### config.mk
export PLATFORM = sky130hd
export DESIGN_NAME = periph_soc
export DESIGN_NICKNAME = d
export VERILOG_FILES = /design/src/periph_pkg.sv /design/src/apb_splitter.sv /design/src/riscv_timer.sv /design/src/uart_tx_shifter.sv /design/src/uart_rx_shifter.sv /design/src/uart_mini.sv /design/src/periph_soc.sv
export SDC_FILE = /design/constraint.sdc
export NUM_CORES = 1
export LEC_CHECK = 0
export BUFFER_PORTS_ARGS = -buffer_cell sky130_fd_sc_hd__buf_2
export CORE_ASPECT_RATIO = 0.6
export CORE_MARGIN = 2
export CORE_UTILIZATION = 40
export CTS_CLUSTER_SIZE = 20
export DETAILED_ROUTE_END_ITERATION = 6
export SLEW_MARGIN = 25
export SYNTH_ARGS = -nofsm -noshare
export SYNTH_HDL_FRONTEND = slang
export SYNTH_SLANG_ARGS = --single-unit
### constraint.sdc
create_clock -name clk -period 11.8 [get_ports clk]
set_input_delay 0 -clock clk [delete_from_list [all_inputs] [get_ports clk]]
set_output_delay 0 -clock clk [all_outputs]
set_load 0.03 [all_outputs]
### src/periph_pkg.sv
// Shared APB bus types, register offsets and serial state encodings for the peripheral subsystem
package periph_pkg;

	// -------------------------------------------------------------------
	// APB bus

	localparam int W_PADDR = 16;
	localparam int W_DATA  = 32;

	// Everything the master drives
	typedef struct packed {
		logic               psel;
		logic               penable;
		logic               pwrite;
		logic [W_PADDR-1:0] paddr;
		logic [W_DATA-1:0]  pwdata;
	} apb_req_t;

	// Everything a slave returns
	typedef struct packed {
		logic [W_DATA-1:0] prdata;
		logic              pready;
		logic              pslverr;
	} apb_rsp_t;

	// -------------------------------------------------------------------
	// Register offsets

	// Machine timer, CTRL bit 0 is the counter enable
	typedef enum logic [7:0] {
		CTRL      = 8'h00,
		MTIME     = 8'h08,
		MTIMEH    = 8'h0C,
		MTIMECMP  = 8'h10,
		MTIMECMPH = 8'h14
	} timer_reg_e;

	// UART, CSR holds status in bits 1:0 and interrupt enables in bits 9:8
	typedef enum logic [7:0] {
		CSR    = 8'h00,
		DIV    = 8'h04,
		TXDATA = 8'h08,
		RXDATA = 8'h0C
	} uart_reg_e;

	// -------------------------------------------------------------------
	// Serial shifter states

	typedef enum logic [1:0] {TX_IDLE, TX_START, TX_DATA, TX_STOP} tx_state_e;
	typedef enum logic [1:0] {RX_IDLE, RX_START, RX_DATA, RX_STOP} rx_state_e;

endpackage

### src/apb_splitter.sv
// APB address splitter routing one master to the timer, the UART or an error response
`timescale 1ns/1ps

module apb_splitter (
	input  logic                 clk,
	input  logic                 rst_n,
	input  periph_pkg::apb_req_t src_req,
	output periph_pkg::apb_rsp_t src_rsp,
	output periph_pkg::apb_req_t timer_req,
	input  periph_pkg::apb_rsp_t timer_rsp,
	output periph_pkg::apb_req_t uart_req,
	input  periph_pkg::apb_rsp_t uart_rsp
);
	import periph_pkg::*;

	typedef enum logic [1:0] {SEL_TIMER, SEL_UART, SEL_NONE} sel_e;

	sel_e sel_addr;
	sel_e sel_q;
	sel_e sel;
	logic setup;
	logic access;

	assign setup  = src_req.psel && !src_req.penable;
	assign access = src_req.psel && src_req.penable;

	// Top two address bits pick the slave
	always_comb begin
		case (src_req.paddr[W_PADDR-1 -: 2])
			2'b00:   sel_addr = SEL_TIMER;
			2'b01:   sel_addr = SEL_UART;
			default: sel_addr = SEL_NONE;
		endcase
	end

	// Decode captured in the setup cycle and held through the access cycle
	always_ff @(posedge clk or negedge rst_n) begin
		if (!rst_n) begin
			sel_q <= SEL_NONE;
		end else if (setup) begin
			sel_q <= sel_addr;
		end
	end

	assign sel = access ? sel_q : sel_addr;

	always_comb begin
		timer_req      = src_req;
		timer_req.psel = src_req.psel && (sel == SEL_TIMER);
		uart_req       = src_req;
		uart_req.psel  = src_req.psel && (sel == SEL_UART);
	end

	// Unmapped space completes at once with an error
	always_comb begin
		case (sel)
			SEL_TIMER: src_rsp = timer_rsp;
			SEL_UART:  src_rsp = uart_rsp;
			default: begin
				src_rsp.prdata  = '0;
				src_rsp.pready  = access;
				src_rsp.pslverr = access;
			end
		endcase
	end

endmodule

### src/riscv_timer.sv
// RISC-V machine timer with 64-bit mtime and mtimecmp, debug freeze and compare interrupt
`timescale 1ns/1ps

module riscv_timer (
	input  logic                 clk,
	input  logic                 rst_n,
	input  periph_pkg::apb_req_t apb_req,
	output periph_pkg::apb_rsp_t apb_rsp,
	input  logic                 dbg_halt,
	output logic                 timer_irq
);
	import periph_pkg::*;

	timer_reg_e  reg_sel;
	logic        access;
	logic        wr_en;
	logic        en;
	logic [63:0] mtime;
	logic [63:0] mtimecmp;

	assign reg_sel = timer_reg_e'(apb_req.paddr[7:0]);
	assign access  = apb_req.psel && apb_req.penable;
	assign wr_en   = access && apb_req.pwrite;

	// -------------------------------------------------------------------
	// Registers

	always_ff @(posedge clk or negedge rst_n) begin
		if (!rst_n) begin
			en <= 1'b0;
		end else if (wr_en && reg_sel == CTRL) begin
			en <= apb_req.pwdata[0];
		end
	end

	// Bus writes to either half take priority over counting
	always_ff @(posedge clk or negedge rst_n) begin
		if (!rst_n) begin
			mtime <= '0;
		end else if (wr_en && reg_sel == MTIME) begin
			mtime[31:0] <= apb_req.pwdata;
		end else if (wr_en && reg_sel == MTIMEH) begin
			mtime[63:32] <= apb_req.pwdata;
		end else if (en && !dbg_halt) begin
			mtime <= mtime + 64'd1;
		end
	end

	always_ff @(posedge clk or negedge rst_n) begin
		if (!rst_n) begin
			mtimecmp <= '1;
		end else if (wr_en && reg_sel == MTIMECMP) begin
			mtimecmp[31:0] <= apb_req.pwdata;
		end else if (wr_en && reg_sel == MTIMECMPH) begin
			mtimecmp[63:32] <= apb_req.pwdata;
		end
	end

	// Compare registered one cycle behind the counter
	always_ff @(posedge clk or negedge rst_n) begin
		if (!rst_n) begin
			timer_irq <= 1'b0;
		end else begin
			timer_irq <= (mtime >= mtimecmp);
		end
	end

	// -------------------------------------------------------------------
	// Read path

	always_comb begin
		case (reg_sel)
			CTRL:      apb_rsp.prdata = W_DATA'(en);
			MTIME:     apb_rsp.prdata = mtime[31:0];
			MTIMEH:    apb_rsp.prdata = mtime[63:32];
			MTIMECMP:  apb_rsp.prdata = mtimecmp[31:0];
			MTIMECMPH: apb_rsp.prdata = mtimecmp[63:32];
			default:   apb_rsp.prdata = '0;
		endcase
		apb_rsp.pready  = access;
		apb_rsp.pslverr = 1'b0;
	end

endmodule

### src/uart_tx_shifter.sv
// UART transmit shifter sending start, eight data bits LSB first and stop
`timescale 1ns/1ps

module uart_tx_shifter (
	input  logic        clk,
	input  logic        rst_n,
	input  logic        start,
	input  logic [7:0]  data,
	input  logic [15:0] div,
	output logic        busy,
	output logic        tx
);
	import periph_pkg::*;

	tx_state_e   state;
	logic [15:0] cnt;
	logic [2:0]  bit_idx;
	logic [7:0]  shreg;
	logic        bit_end;

	// Last clock of the current bit period
	assign bit_end = (cnt == div - 16'd1);

	always_ff @(posedge clk or negedge rst_n) begin
		if (!rst_n) begin
			state   <= TX_IDLE;
			cnt     <= '0;
			bit_idx <= '0;
		end else if (state == TX_IDLE) begin
			cnt     <= '0;
			bit_idx <= '0;
			if (start) begin
				state <= TX_START;
			end
		end else if (bit_end) begin
			cnt <= '0;
			case (state)
				TX_START: state <= TX_DATA;
				TX_DATA: begin
					bit_idx <= bit_idx + 3'd1;
					if (bit_idx == 3'd7) begin
						state <= TX_STOP;
					end
				end
				default: state <= TX_IDLE;
			endcase
		end else begin
			cnt <= cnt + 16'd1;
		end
	end

	always_ff @(posedge clk) begin
		if (state == TX_IDLE && start) begin
			shreg <= data;
		end else if (state == TX_DATA && bit_end) begin
			shreg <= {1'b0, shreg[7:1]};
		end
	end

	// Line idles high
	always_comb begin
		case (state)
			TX_START: tx = 1'b0;
			TX_DATA:  tx = shreg[0];
			default:  tx = 1'b1;
		endcase
	end

	assign busy = (state != TX_IDLE);

endmodule

### src/uart_rx_shifter.sv
// UART receive shifter detecting a start bit and sampling each bit at its middle
`timescale 1ns/1ps

module uart_rx_shifter (
	input  logic        clk,
	input  logic        rst_n,
	input  logic        rx,
	input  logic [15:0] div,
	output logic        byte_valid,
	output logic [7:0]  data
);
	import periph_pkg::*;

	logic        rx_meta;
	logic        rx_sync;
	rx_state_e   state;
	logic [15:0] cnt;
	logic [2:0]  bit_idx;
	logic [7:0]  shreg;
	logic        half_end;
	logic        bit_end;

	assign half_end = (cnt == (div >> 1) - 16'd1);
	assign bit_end  = (cnt == div - 16'd1);

	// Two-flop synchroniser, idle level high
	always_ff @(posedge clk or negedge rst_n) begin
		if (!rst_n) begin
			rx_meta <= 1'b1;
			rx_sync <= 1'b1;
		end else begin
			rx_meta <= rx;
			rx_sync <= rx_meta;
		end
	end

	always_ff @(posedge clk or negedge rst_n) begin
		if (!rst_n) begin
			state      <= RX_IDLE;
			cnt        <= '0;
			bit_idx    <= '0;
			byte_valid <= 1'b0;
		end else begin
			byte_valid <= 1'b0;
			case (state)
				RX_IDLE: begin
					cnt     <= '0;
					bit_idx <= '0;
					if (!rx_sync) begin
						state <= RX_START;
					end
				end
				// Glitches shorter than half a bit fall back to idle
				RX_START: begin
					if (half_end) begin
						cnt   <= '0;
						state <= rx_sync ? RX_IDLE : RX_DATA;
					end else begin
						cnt <= cnt + 16'd1;
					end
				end
				RX_DATA: begin
					if (bit_end) begin
						cnt     <= '0;
						bit_idx <= bit_idx + 3'd1;
						if (bit_idx == 3'd7) begin
							state <= RX_STOP;
						end
					end else begin
						cnt <= cnt + 16'd1;
					end
				end
				default: begin
					if (bit_end) begin
						cnt        <= '0;
						state      <= RX_IDLE;
						byte_valid <= rx_sync;
					end else begin
						cnt <= cnt + 16'd1;
					end
				end
			endcase
		end
	end

	always_ff @(posedge clk) begin
		if (state == RX_DATA && bit_end) begin
			shreg <= {rx_sync, shreg[7:1]};
		end
	end

	assign data = shreg;

endmodule

### src/uart_mini.sv
// Minimal UART with divider, single holding registers and an interrupt
`timescale 1ns/1ps

module uart_mini #(
	parameter logic [15:0] DIV_RESET = 16'd16
) (
	input  logic                 clk,
	input  logic                 rst_n,
	input  periph_pkg::apb_req_t apb_req,
	output periph_pkg::apb_rsp_t apb_rsp,
	input  logic                 rx,
	output logic                 tx,
	output logic                 irq
);
	import periph_pkg::*;

	uart_reg_e   reg_sel;
	logic        access;
	logic        wr_en;
	logic        rd_en;
	logic [15:0] div;
	logic        tx_ie;
	logic        rx_ie;
	logic        tx_start;
	logic        tx_busy;
	logic        rx_byte_valid;
	logic [7:0]  rx_byte;
	logic [7:0]  rx_hold;
	logic        rx_valid;

	assign reg_sel = uart_reg_e'(apb_req.paddr[7:0]);
	assign access  = apb_req.psel && apb_req.penable;
	assign wr_en   = access && apb_req.pwrite;
	assign rd_en   = access && !apb_req.pwrite;

	// -------------------------------------------------------------------
	// Control registers

	always_ff @(posedge clk or negedge rst_n) begin
		if (!rst_n) begin
			div   <= DIV_RESET;
			tx_ie <= 1'b0;
			rx_ie <= 1'b0;
		end else begin
			if (wr_en && reg_sel == CSR) begin
				tx_ie <= apb_req.pwdata[8];
				rx_ie <= apb_req.pwdata[9];
			end
			if (wr_en && reg_sel == DIV) begin
				div <= apb_req.pwdata[15:0];
			end
		end
	end

	// Writes while a frame is going out are dropped
	assign tx_start = wr_en && (reg_sel == TXDATA) && !tx_busy;

	// -------------------------------------------------------------------
	// Receive holding register

	always_ff @(posedge clk) begin
		if (rx_byte_valid) begin
			rx_hold <= rx_byte;
		end
	end

	// A new byte wins over a same-cycle read
	always_ff @(posedge clk or negedge rst_n) begin
		if (!rst_n) begin
			rx_valid <= 1'b0;
		end else if (rx_byte_valid) begin
			rx_valid <= 1'b1;
		end else if (rd_en && reg_sel == RXDATA) begin
			rx_valid <= 1'b0;
		end
	end

	always_ff @(posedge clk or negedge rst_n) begin
		if (!rst_n) begin
			irq <= 1'b0;
		end else begin
			irq <= (rx_valid && rx_ie) || (!tx_busy && tx_ie);
		end
	end

	always_comb begin
		case (reg_sel)
			CSR:     apb_rsp.prdata = W_DATA'({rx_ie, tx_ie, 6'd0, rx_valid, tx_busy});
			DIV:     apb_rsp.prdata = W_DATA'(div);
			RXDATA:  apb_rsp.prdata = W_DATA'(rx_hold);
			default: apb_rsp.prdata = '0;
		endcase
		apb_rsp.pready  = access;
		apb_rsp.pslverr = 1'b0;
	end

	uart_tx_shifter tx_u (
		.clk   (clk),
		.rst_n (rst_n),
		.start (tx_start),
		.data  (apb_req.pwdata[7:0]),
		.div   (div),
		.busy  (tx_busy),
		.tx    (tx)
	);

	uart_rx_shifter rx_u (
		.clk        (clk),
		.rst_n      (rst_n),
		.rx         (rx),
		.div        (div),
		.byte_valid (rx_byte_valid),
		.data       (rx_byte)
	);

endmodule

### src/periph_soc.sv
// Peripheral subsystem connecting one APB master to the machine timer and the UART
`timescale 1ns/1ps

module periph_soc #(
	parameter logic [15:0] DIV_RESET = 16'd16
) (
	input  logic                 clk,
	input  logic                 rst_n,
	input  periph_pkg::apb_req_t apb_req,
	output periph_pkg::apb_rsp_t apb_rsp,
	input  logic                 dbg_halt,
	input  logic                 uart_rx,
	output logic                 uart_tx,
	output logic                 uart_irq,
	output logic                 timer_irq
);
	import periph_pkg::*;

	// -------------------------------------------------------------------
	// Bus fabric
	//   timer at ... 0x0000
	//   UART at .... 0x4000
	//   0x8000 and up is unmapped

	apb_req_t timer_req;
	apb_rsp_t timer_rsp;
	apb_req_t uart_req;
	apb_rsp_t uart_rsp;

	apb_splitter splitter_u (
		.clk       (clk),
		.rst_n     (rst_n),
		.src_req   (apb_req),
		.src_rsp   (apb_rsp),
		.timer_req (timer_req),
		.timer_rsp (timer_rsp),
		.uart_req  (uart_req),
		.uart_rsp  (uart_rsp)
	);

	// -------------------------------------------------------------------
	// Peripherals

	riscv_timer timer_u (
		.clk       (clk),
		.rst_n     (rst_n),
		.apb_req   (timer_req),
		.apb_rsp   (timer_rsp),
		.dbg_halt  (dbg_halt),
		.timer_irq (timer_irq)
	);

	uart_mini #(
		.DIV_RESET (DIV_RESET)
	) uart_u (
		.clk     (clk),
		.rst_n   (rst_n),
		.apb_req (uart_req),
		.apb_rsp (uart_rsp),
		.rx      (uart_rx),
		.tx      (uart_tx),
		.irq     (uart_irq)
	);

endmodule

# Word level (Yosys, flattened, before mapping)
# Index checks and enable logic that the tools add are counted.
[word_totals]
register_bits = 221
[classes]
n_lt_le_gt_ge = 1
n_reduce_logical = 52
n_eq_ne = 23
addsub = 7
n_mux = 38
bitwise = 2
[ops]
columns = ["op", "count"]
rows = [
  ["one-hot mux 32 bit (5 select lines)", 1],
  ["two-way mux 32 bit", 3],
  ["one-hot mux 34 bit (2 select lines)", 1],
  ["adder 64 x 1 -> 64 bit (second input constant)", 1],
  ["greater-or-equal comparator 64 bit", 1],
  ["two-way mux 16 bit", 4],
  ["two-way mux 64 bit", 1],
  ["equality test 16 bit", 3],
  ["one-hot mux 16 bit (3 select lines)", 1],
  ["adder 16 x 1 -> 16 bit (second input constant)", 2],
  ["one-hot mux 16 bit (2 select lines)", 1],
  ["logical AND 1 bit", 25],
  ["two-way mux 2 bit", 11],
  ["equality test 8 x 4 -> 1 bit (second input constant)", 2],
  ["equality test 8 x 5 -> 1 bit (second input constant)", 2],
  ["two-way mux 8 bit", 2],
  ["nonzero test 2 bit", 8],
  ["subtractor 15 x 1 -> 16 bit (second input constant)", 1],
  ["subtractor 16 x 1 -> 16 bit (second input constant)", 1],
  ["two-way mux 3 bit", 4],
  ["!= test 2 bit (second input constant)", 5],
  ["AND reduction 2 bit", 5],
  ["equality test 2 x 1 -> 1 bit (second input constant)", 4],
  ["equality test 8 x 3 -> 1 bit (second input constant)", 1],
  ["other kinds (19)", 33],
]

# Longest topological paths before layout
[logic_depth]
word_depth = 11
ltp_mapped = 12
depth_no_buf = 9

# Hierarchy
# From an unflattened synthesis, not the netlist that was laid out.
[unflattened]
hier_cells = 1755
area_unflattened_um2 = 15790.1
[modules_own_cells]
columns = ["module", "seq_area_each_um2", "area_per_inst_um2", "cells_per_inst", "n_inst"]
rows = [
  ["riscv_timer", 3333.2, 8441.8, 987, 1],
  ["uart_rx_shifter", 843.3, 2469.9, 273, 1],
  ["uart_tx_shifter", 765.7, 2089.5, 218, 1],
  ["uart_mini", 742.0, 1491.4, 118, 1],
  ["apb_splitter", 51.3, 1297.5, 159, 1],
]

# Worst setup path before layout
# OpenSTA, ideal clock, no wires.
[synth_path]
kind = "register to register"
start = "register uart_u.div[2]"
end = "register uart_u.rx_u.shreg[0], in the netlist uart_u.rx_u.data[0], enable pin"
period_less_slack_ps = 3865
stages_incl_launch_ff = 11
t_required_ps = 11405
setup_time_ps = 395
slack_ps = 7935
t_arrival_ps = 3470
path_cell_list = "dfrtp_1 > clkbuf_1 > inv_1 > ha_1 > nor4b_4 > buf_6 > xor3_1 > a2111oi_2 > nand4_1 > or4b_4 > nor4_1"
[synth_between]
elab_chain_len = 3
[synth_lines]
columns = ["item", "line_no", "text"]
rows = [
  ["start, declared", "uart_mini.sv:21", "logic [15:0] div;"],
  ["start signal, assigned", "uart_mini.sv:50", "div <= apb_req.pwdata[15:0];"],
  ["subtractor 16 x 1 -> 16 bit", "uart_rx_shifter.sv:24", "assign bit_end = (cnt == div - 16'd1);"],
  ["equality test 16 bit", "uart_rx_shifter.sv:24", ""],
  ["logical AND 1 bit", "uart_rx_shifter.sv:87", "if (state == RX_DATA && bit_end) begin"],
  ["end signal, assigned", "uart_rx_shifter.sv:88", "shreg <= {rx_sync, shreg[7:1]};"],
  ["end, declared", "uart_rx_shifter.sv:19", "logic [7:0] shreg;"],
]
# Every way passes these cells.
# A chain may end at the register's enable or synchronous reset.

# Worst setup path in the final report
[layout_path]
start = "register uart_u.div[2]"
end = "register uart_u.rx_u.cnt[8]"
[layout_between]
elab_chain_len = 4
[layout_lines]
columns = ["item", "line_no", "text"]
rows = [
  ["subtractor 16 x 1 -> 16 bit or subtractor 15 x 1 -> 16 bit (tied branches)", "uart_rx_shifter.sv:24, uart_rx_shifter.sv:23", ""],
  ["equality test 16 bit, on equally long branches", "uart_rx_shifter.sv:24, uart_rx_shifter.sv:23", ""],
  ["two-way mux 16 bit, on equally long branches", "uart_rx_shifter.sv:63, uart_rx_shifter.sv:74, uart_rx_shifter.sv:55", ""],
  ["one-hot mux 16 bit (2 select lines) (*)", "uart_rx_shifter.sv:45", "case (state)"],
  ["end signal, assigned", "uart_rx_shifter.sv:59", "cnt <= cnt + 16'd1;"],
  ["end signal, assigned", "uart_rx_shifter.sv:70", "cnt <= cnt + 16'd1;"],
  ["end signal, assigned", "uart_rx_shifter.sv:79", "cnt <= cnt + 16'd1;"],
  ["end, declared", "uart_rx_shifter.sv:17", "logic [15:0] cnt;"],
]
# Every way passes the cells marked *; elsewhere a longest branch is shown, timed or not.

==> impl_metrics.toml <==
[yosys]
syn-instance-count = 1665
synth_nets = 1796
yosys-top-cells-area = "dfrtp_1 (22%), dfstp_2 (12%), ha_1 (6.3%), edfxtp_1 (4.8%), nand2_1 (3.8%)"
synth_top_area_share = 0.2152
netlist_area_sq_mm = 0.01500
yosys-top-cells-count = "nand2_1 (151), dfrtp_1 (129), nor2_1 (128)"
synth-seq-cells = 221
synth_flop_cell = "dfrtp_1"
synth.avg_cell_area_sq_um = 9.009
ys_async_sr_fraction = 0.8914
synth_edf_count = 24
synth_most_common_cell = "nand2_1"
ys_seq_area_frac = 0.3824
yosysWarnings = 0
synth_cell_type_count = 91
synth_top_area_cell = "dfrtp_1"

[detailed_routing]
dr.pass1.iters = 6
ant_nets = 0
wl_mm = 50.42
drcViolationCount = 0
drtIter0Drc = 1630
vias = 13596
vias_per_cell = 6.040
wl_per_cell_um = 22.40

[global_route]
met3_usage = 0.07449
top_usage_layer = "met1"
overflow = 0
gr-usage-met2 = 0.3210
antenna_found_initial = 1
grt_pass1_vias = 12382
use_met1 = 0.4281
grt_pass1_wl_mm = 77.47
grt.total_usage = 0.2573
grt_max_degree = 76

[final_layout]
syn_to_final_growth_pct = 13.20
drive_gt1_frac = 0.1597
diodes = 0
final_nets = 1860

[sta]
rsz0062_at_grt = "false"
hold_slack_ns = 0.04926
worst_pin_slew_ns = 1.104
post-route-min-period_ns = 4.447
setup_ws_ns = 7.353
finalMaxSlewViolations = 0
skew_ns = 0.02547
finalHoldViolCount = 0
fin_crit_sh = 0.3769
relSlewSlack = 0.2581
clock.fmax_mhz = 224.9
final-setup-viol-count = 0
finalSetupTns_ns = 0

[floorplan]
pin_count = 92
initial_core_util = 0.4096
dieArea_sq_mm = 0.03912
core-area_sq_mm = 0.03662
die_x_um = 254.0
die_h_um = 154.0
rows = 54

[clock_tree]
cts_sinks = 221
clkTransAtPathRegs_ns = 0.07
clk_latency_ns = 0.56
cts-root-buf = "clkbuf_16"
numCtsBuffers = 24
cts_tree = "built"
cts_buffer_depth = 3
htree_levels = 1
cts_setup_buffers = 0
cts_hold_buf = 43
cts.repair.resized = 0

[worst_setup_path]
reg2reg_depth = 9
required_ns = 12.19
start_kind = "flip-flop"
crit_path_end_kind = "flip-flop"
r2r_setup_slack_ns = 7.35
worstSetupPathType = "flip-flop to flip-flop"
crit_end = "uart_u.rx_u.cnt[8]$_DFF_PN0_"
timing.critical_path.fanout_max = 16
critPathLaunch = "uart_u.div[2]$_DFFE_PN0P_"
timing.rr.start = "uart_u.div[2]$_DFFE_PN0P_"
timing.rr.end = "uart_u.rx_u.cnt[8]$_DFF_PN0_"
crit_arrival_ns = 4.83

[power_and_ir_drop]
p_per_area_mw_per_mm2 = 108.1
ir_drop_mv = 0.09019
leakagePower_nw = 7.520

[flow_run]
drv_cap = 0

[min_path]
hp-class = "input pin to asynchronous set/reset pin"

[place]
dp_hpwl_mm = 36.44
gp_congestion = 0.9278
place_ws_ns = 7.561
port_buffers = 85

[run_status]
status = "finished clean"
[cells in the final DEF, fill, tap and decap left out, types with 12 or more instances in the layout]
cell / synthesis / layout
buf_2: 18 / 84
inv_1: 88 / 88
o211ai_1: 15 / 15
o22ai_1: 18 / 18
a22oi_1: 49 / 49
nand2_1: 151 / 149
mux2_2: 27 / 27
nand4_1: 47 / 47
a21o_1: 29 / 29
mux2i_1: 12 / 12
nor2_1: 128 / 125
and3_1: 33 / 33
dfstp_2: 68 / 68
buf_4: 7 / 19
a221oi_1: 15 / 15
ha_1: 76 / 76
xor2_1: 49 / 49
nor2b_1: 16 / 16
dlygate4sd3_1: 0 / 43
nor3_1: 23 / 21
edfxtp_1: 24 / 24
nor4_1: 35 / 34
a22o_1: 17 / 17
a21oi_1: 104 / 104
nand3_1: 57 / 57
nand2b_1: 15 / 15
clkbuf_16: 0 / 24
dfrtp_1: 129 / 129
o21ai_0: 101 / 101
xnor2_1: 57 / 57
[flip-flops by register name, summed over array words and instances, names as in the netlist, 8 cells and up]
register,count
timer_u.mtime,64
timer_u.mtimecmp,64
uart_u.div,16
uart_u.rx_hold,8
uart_u.rx_u.cnt,16
uart_u.rx_u.data,8
uart_u.tx_u.cnt,16
uart_u.tx_u.shreg,8
[critical path, cell delays in order, from the launching register on]
cell and delay [ns]:
dfrtp_1 0.55, inv_1 0.18, ha_1 0.33, nor4b_4 0.81, mux2i_1 0.25, a2111oi_0 0.63
o2111ai_1 0.19, nand4b_2 0.50, nor3_4 0.69, nor4_1 0.14
[power by group]
part | internal, mW | total [mW] | switching, mW
Sequential | 0.799 | 0.842 | 0.0427
Combinational | 0.0805 | 0.207 | 0.126
Clock | 0.442 | 0.788 | 0.346
[stage by stage]
step | util | cell area [sq um] | power [mW] | instances
floorplan | - | 15000 | 0.9635 | 1665
global placement | 0.4300 | 15750 | 1.037 | 2164
detailed placement | 0.4302 | 15750 | 1.043 | 2164
CTS | 0.4636 | 16980 | 1.844 | 2251
global route | 0.4637 | 16980 | 1.902 | 2251
finish | 0.4637 | 16980 | 1.836 | 2251
[worst min path at each step]
stage / startpoint / depth (start not counted) / slack (ns) / endpoint
floorplan: rst_n / 0 / -0.30 / splitter_u.sel_q[0]$_DFFE_PN0P_
global placement: rst_n / 1 / 0.08 / uart_u.tx_u.cnt[15]$_DFF_PN0_
detailed placement: rst_n / 1 / 0.09 / uart_u.tx_u.cnt[13]$_DFF_PN0_
CTS: rst_n / 2 / 0.06 / uart_u.tx_u.cnt[0]$_DFF_PN0_
global route: uart_rx / 2 / 0.09 / uart_u.rx_u.rx_meta$_DFF_PN1_
finish: rst_n / 2 / 0.05 / uart_u.tx_u.cnt[7]$_DFF_PN0_
[cell type report]
type | instances | area (sq um)
clock buffers | 27 | 611.8
clock inverters | 17 | 181.4
fillers | 3519 | 19640
inverters | 88 | 330.3
multi-input cells | 1247 | 8483
flip-flops and latches | 221 | 5736
well taps | 504 | 630.6
repair buffers | 147 | 1007
[logic make-up after synthesis]
kind of cell / synth area share
AO/OA/AOI/OAI: 0.1915
XOR/XNOR: 0.07257
adder cells (fa/ha/maj): 0.06339
buffers and inverters: 0.05513
flip-flops: 0.3824
multiplexers: 0.02828
AND/OR/NAND/NOR: 0.2068
[per-layer routing]
metal | share of wire | up-vias | wire (um)
met2 | 0.37 | 682 | 18720
met5 | 0 | - | 0
met1 | 0.49 | 6634 | 24890
met3 | 0.12 | 44 | 6276
met4 | 0.011 | 0 | 537
li1 | - | 6236 | -
Note: power is estimated with default switching activity, not from simulation.
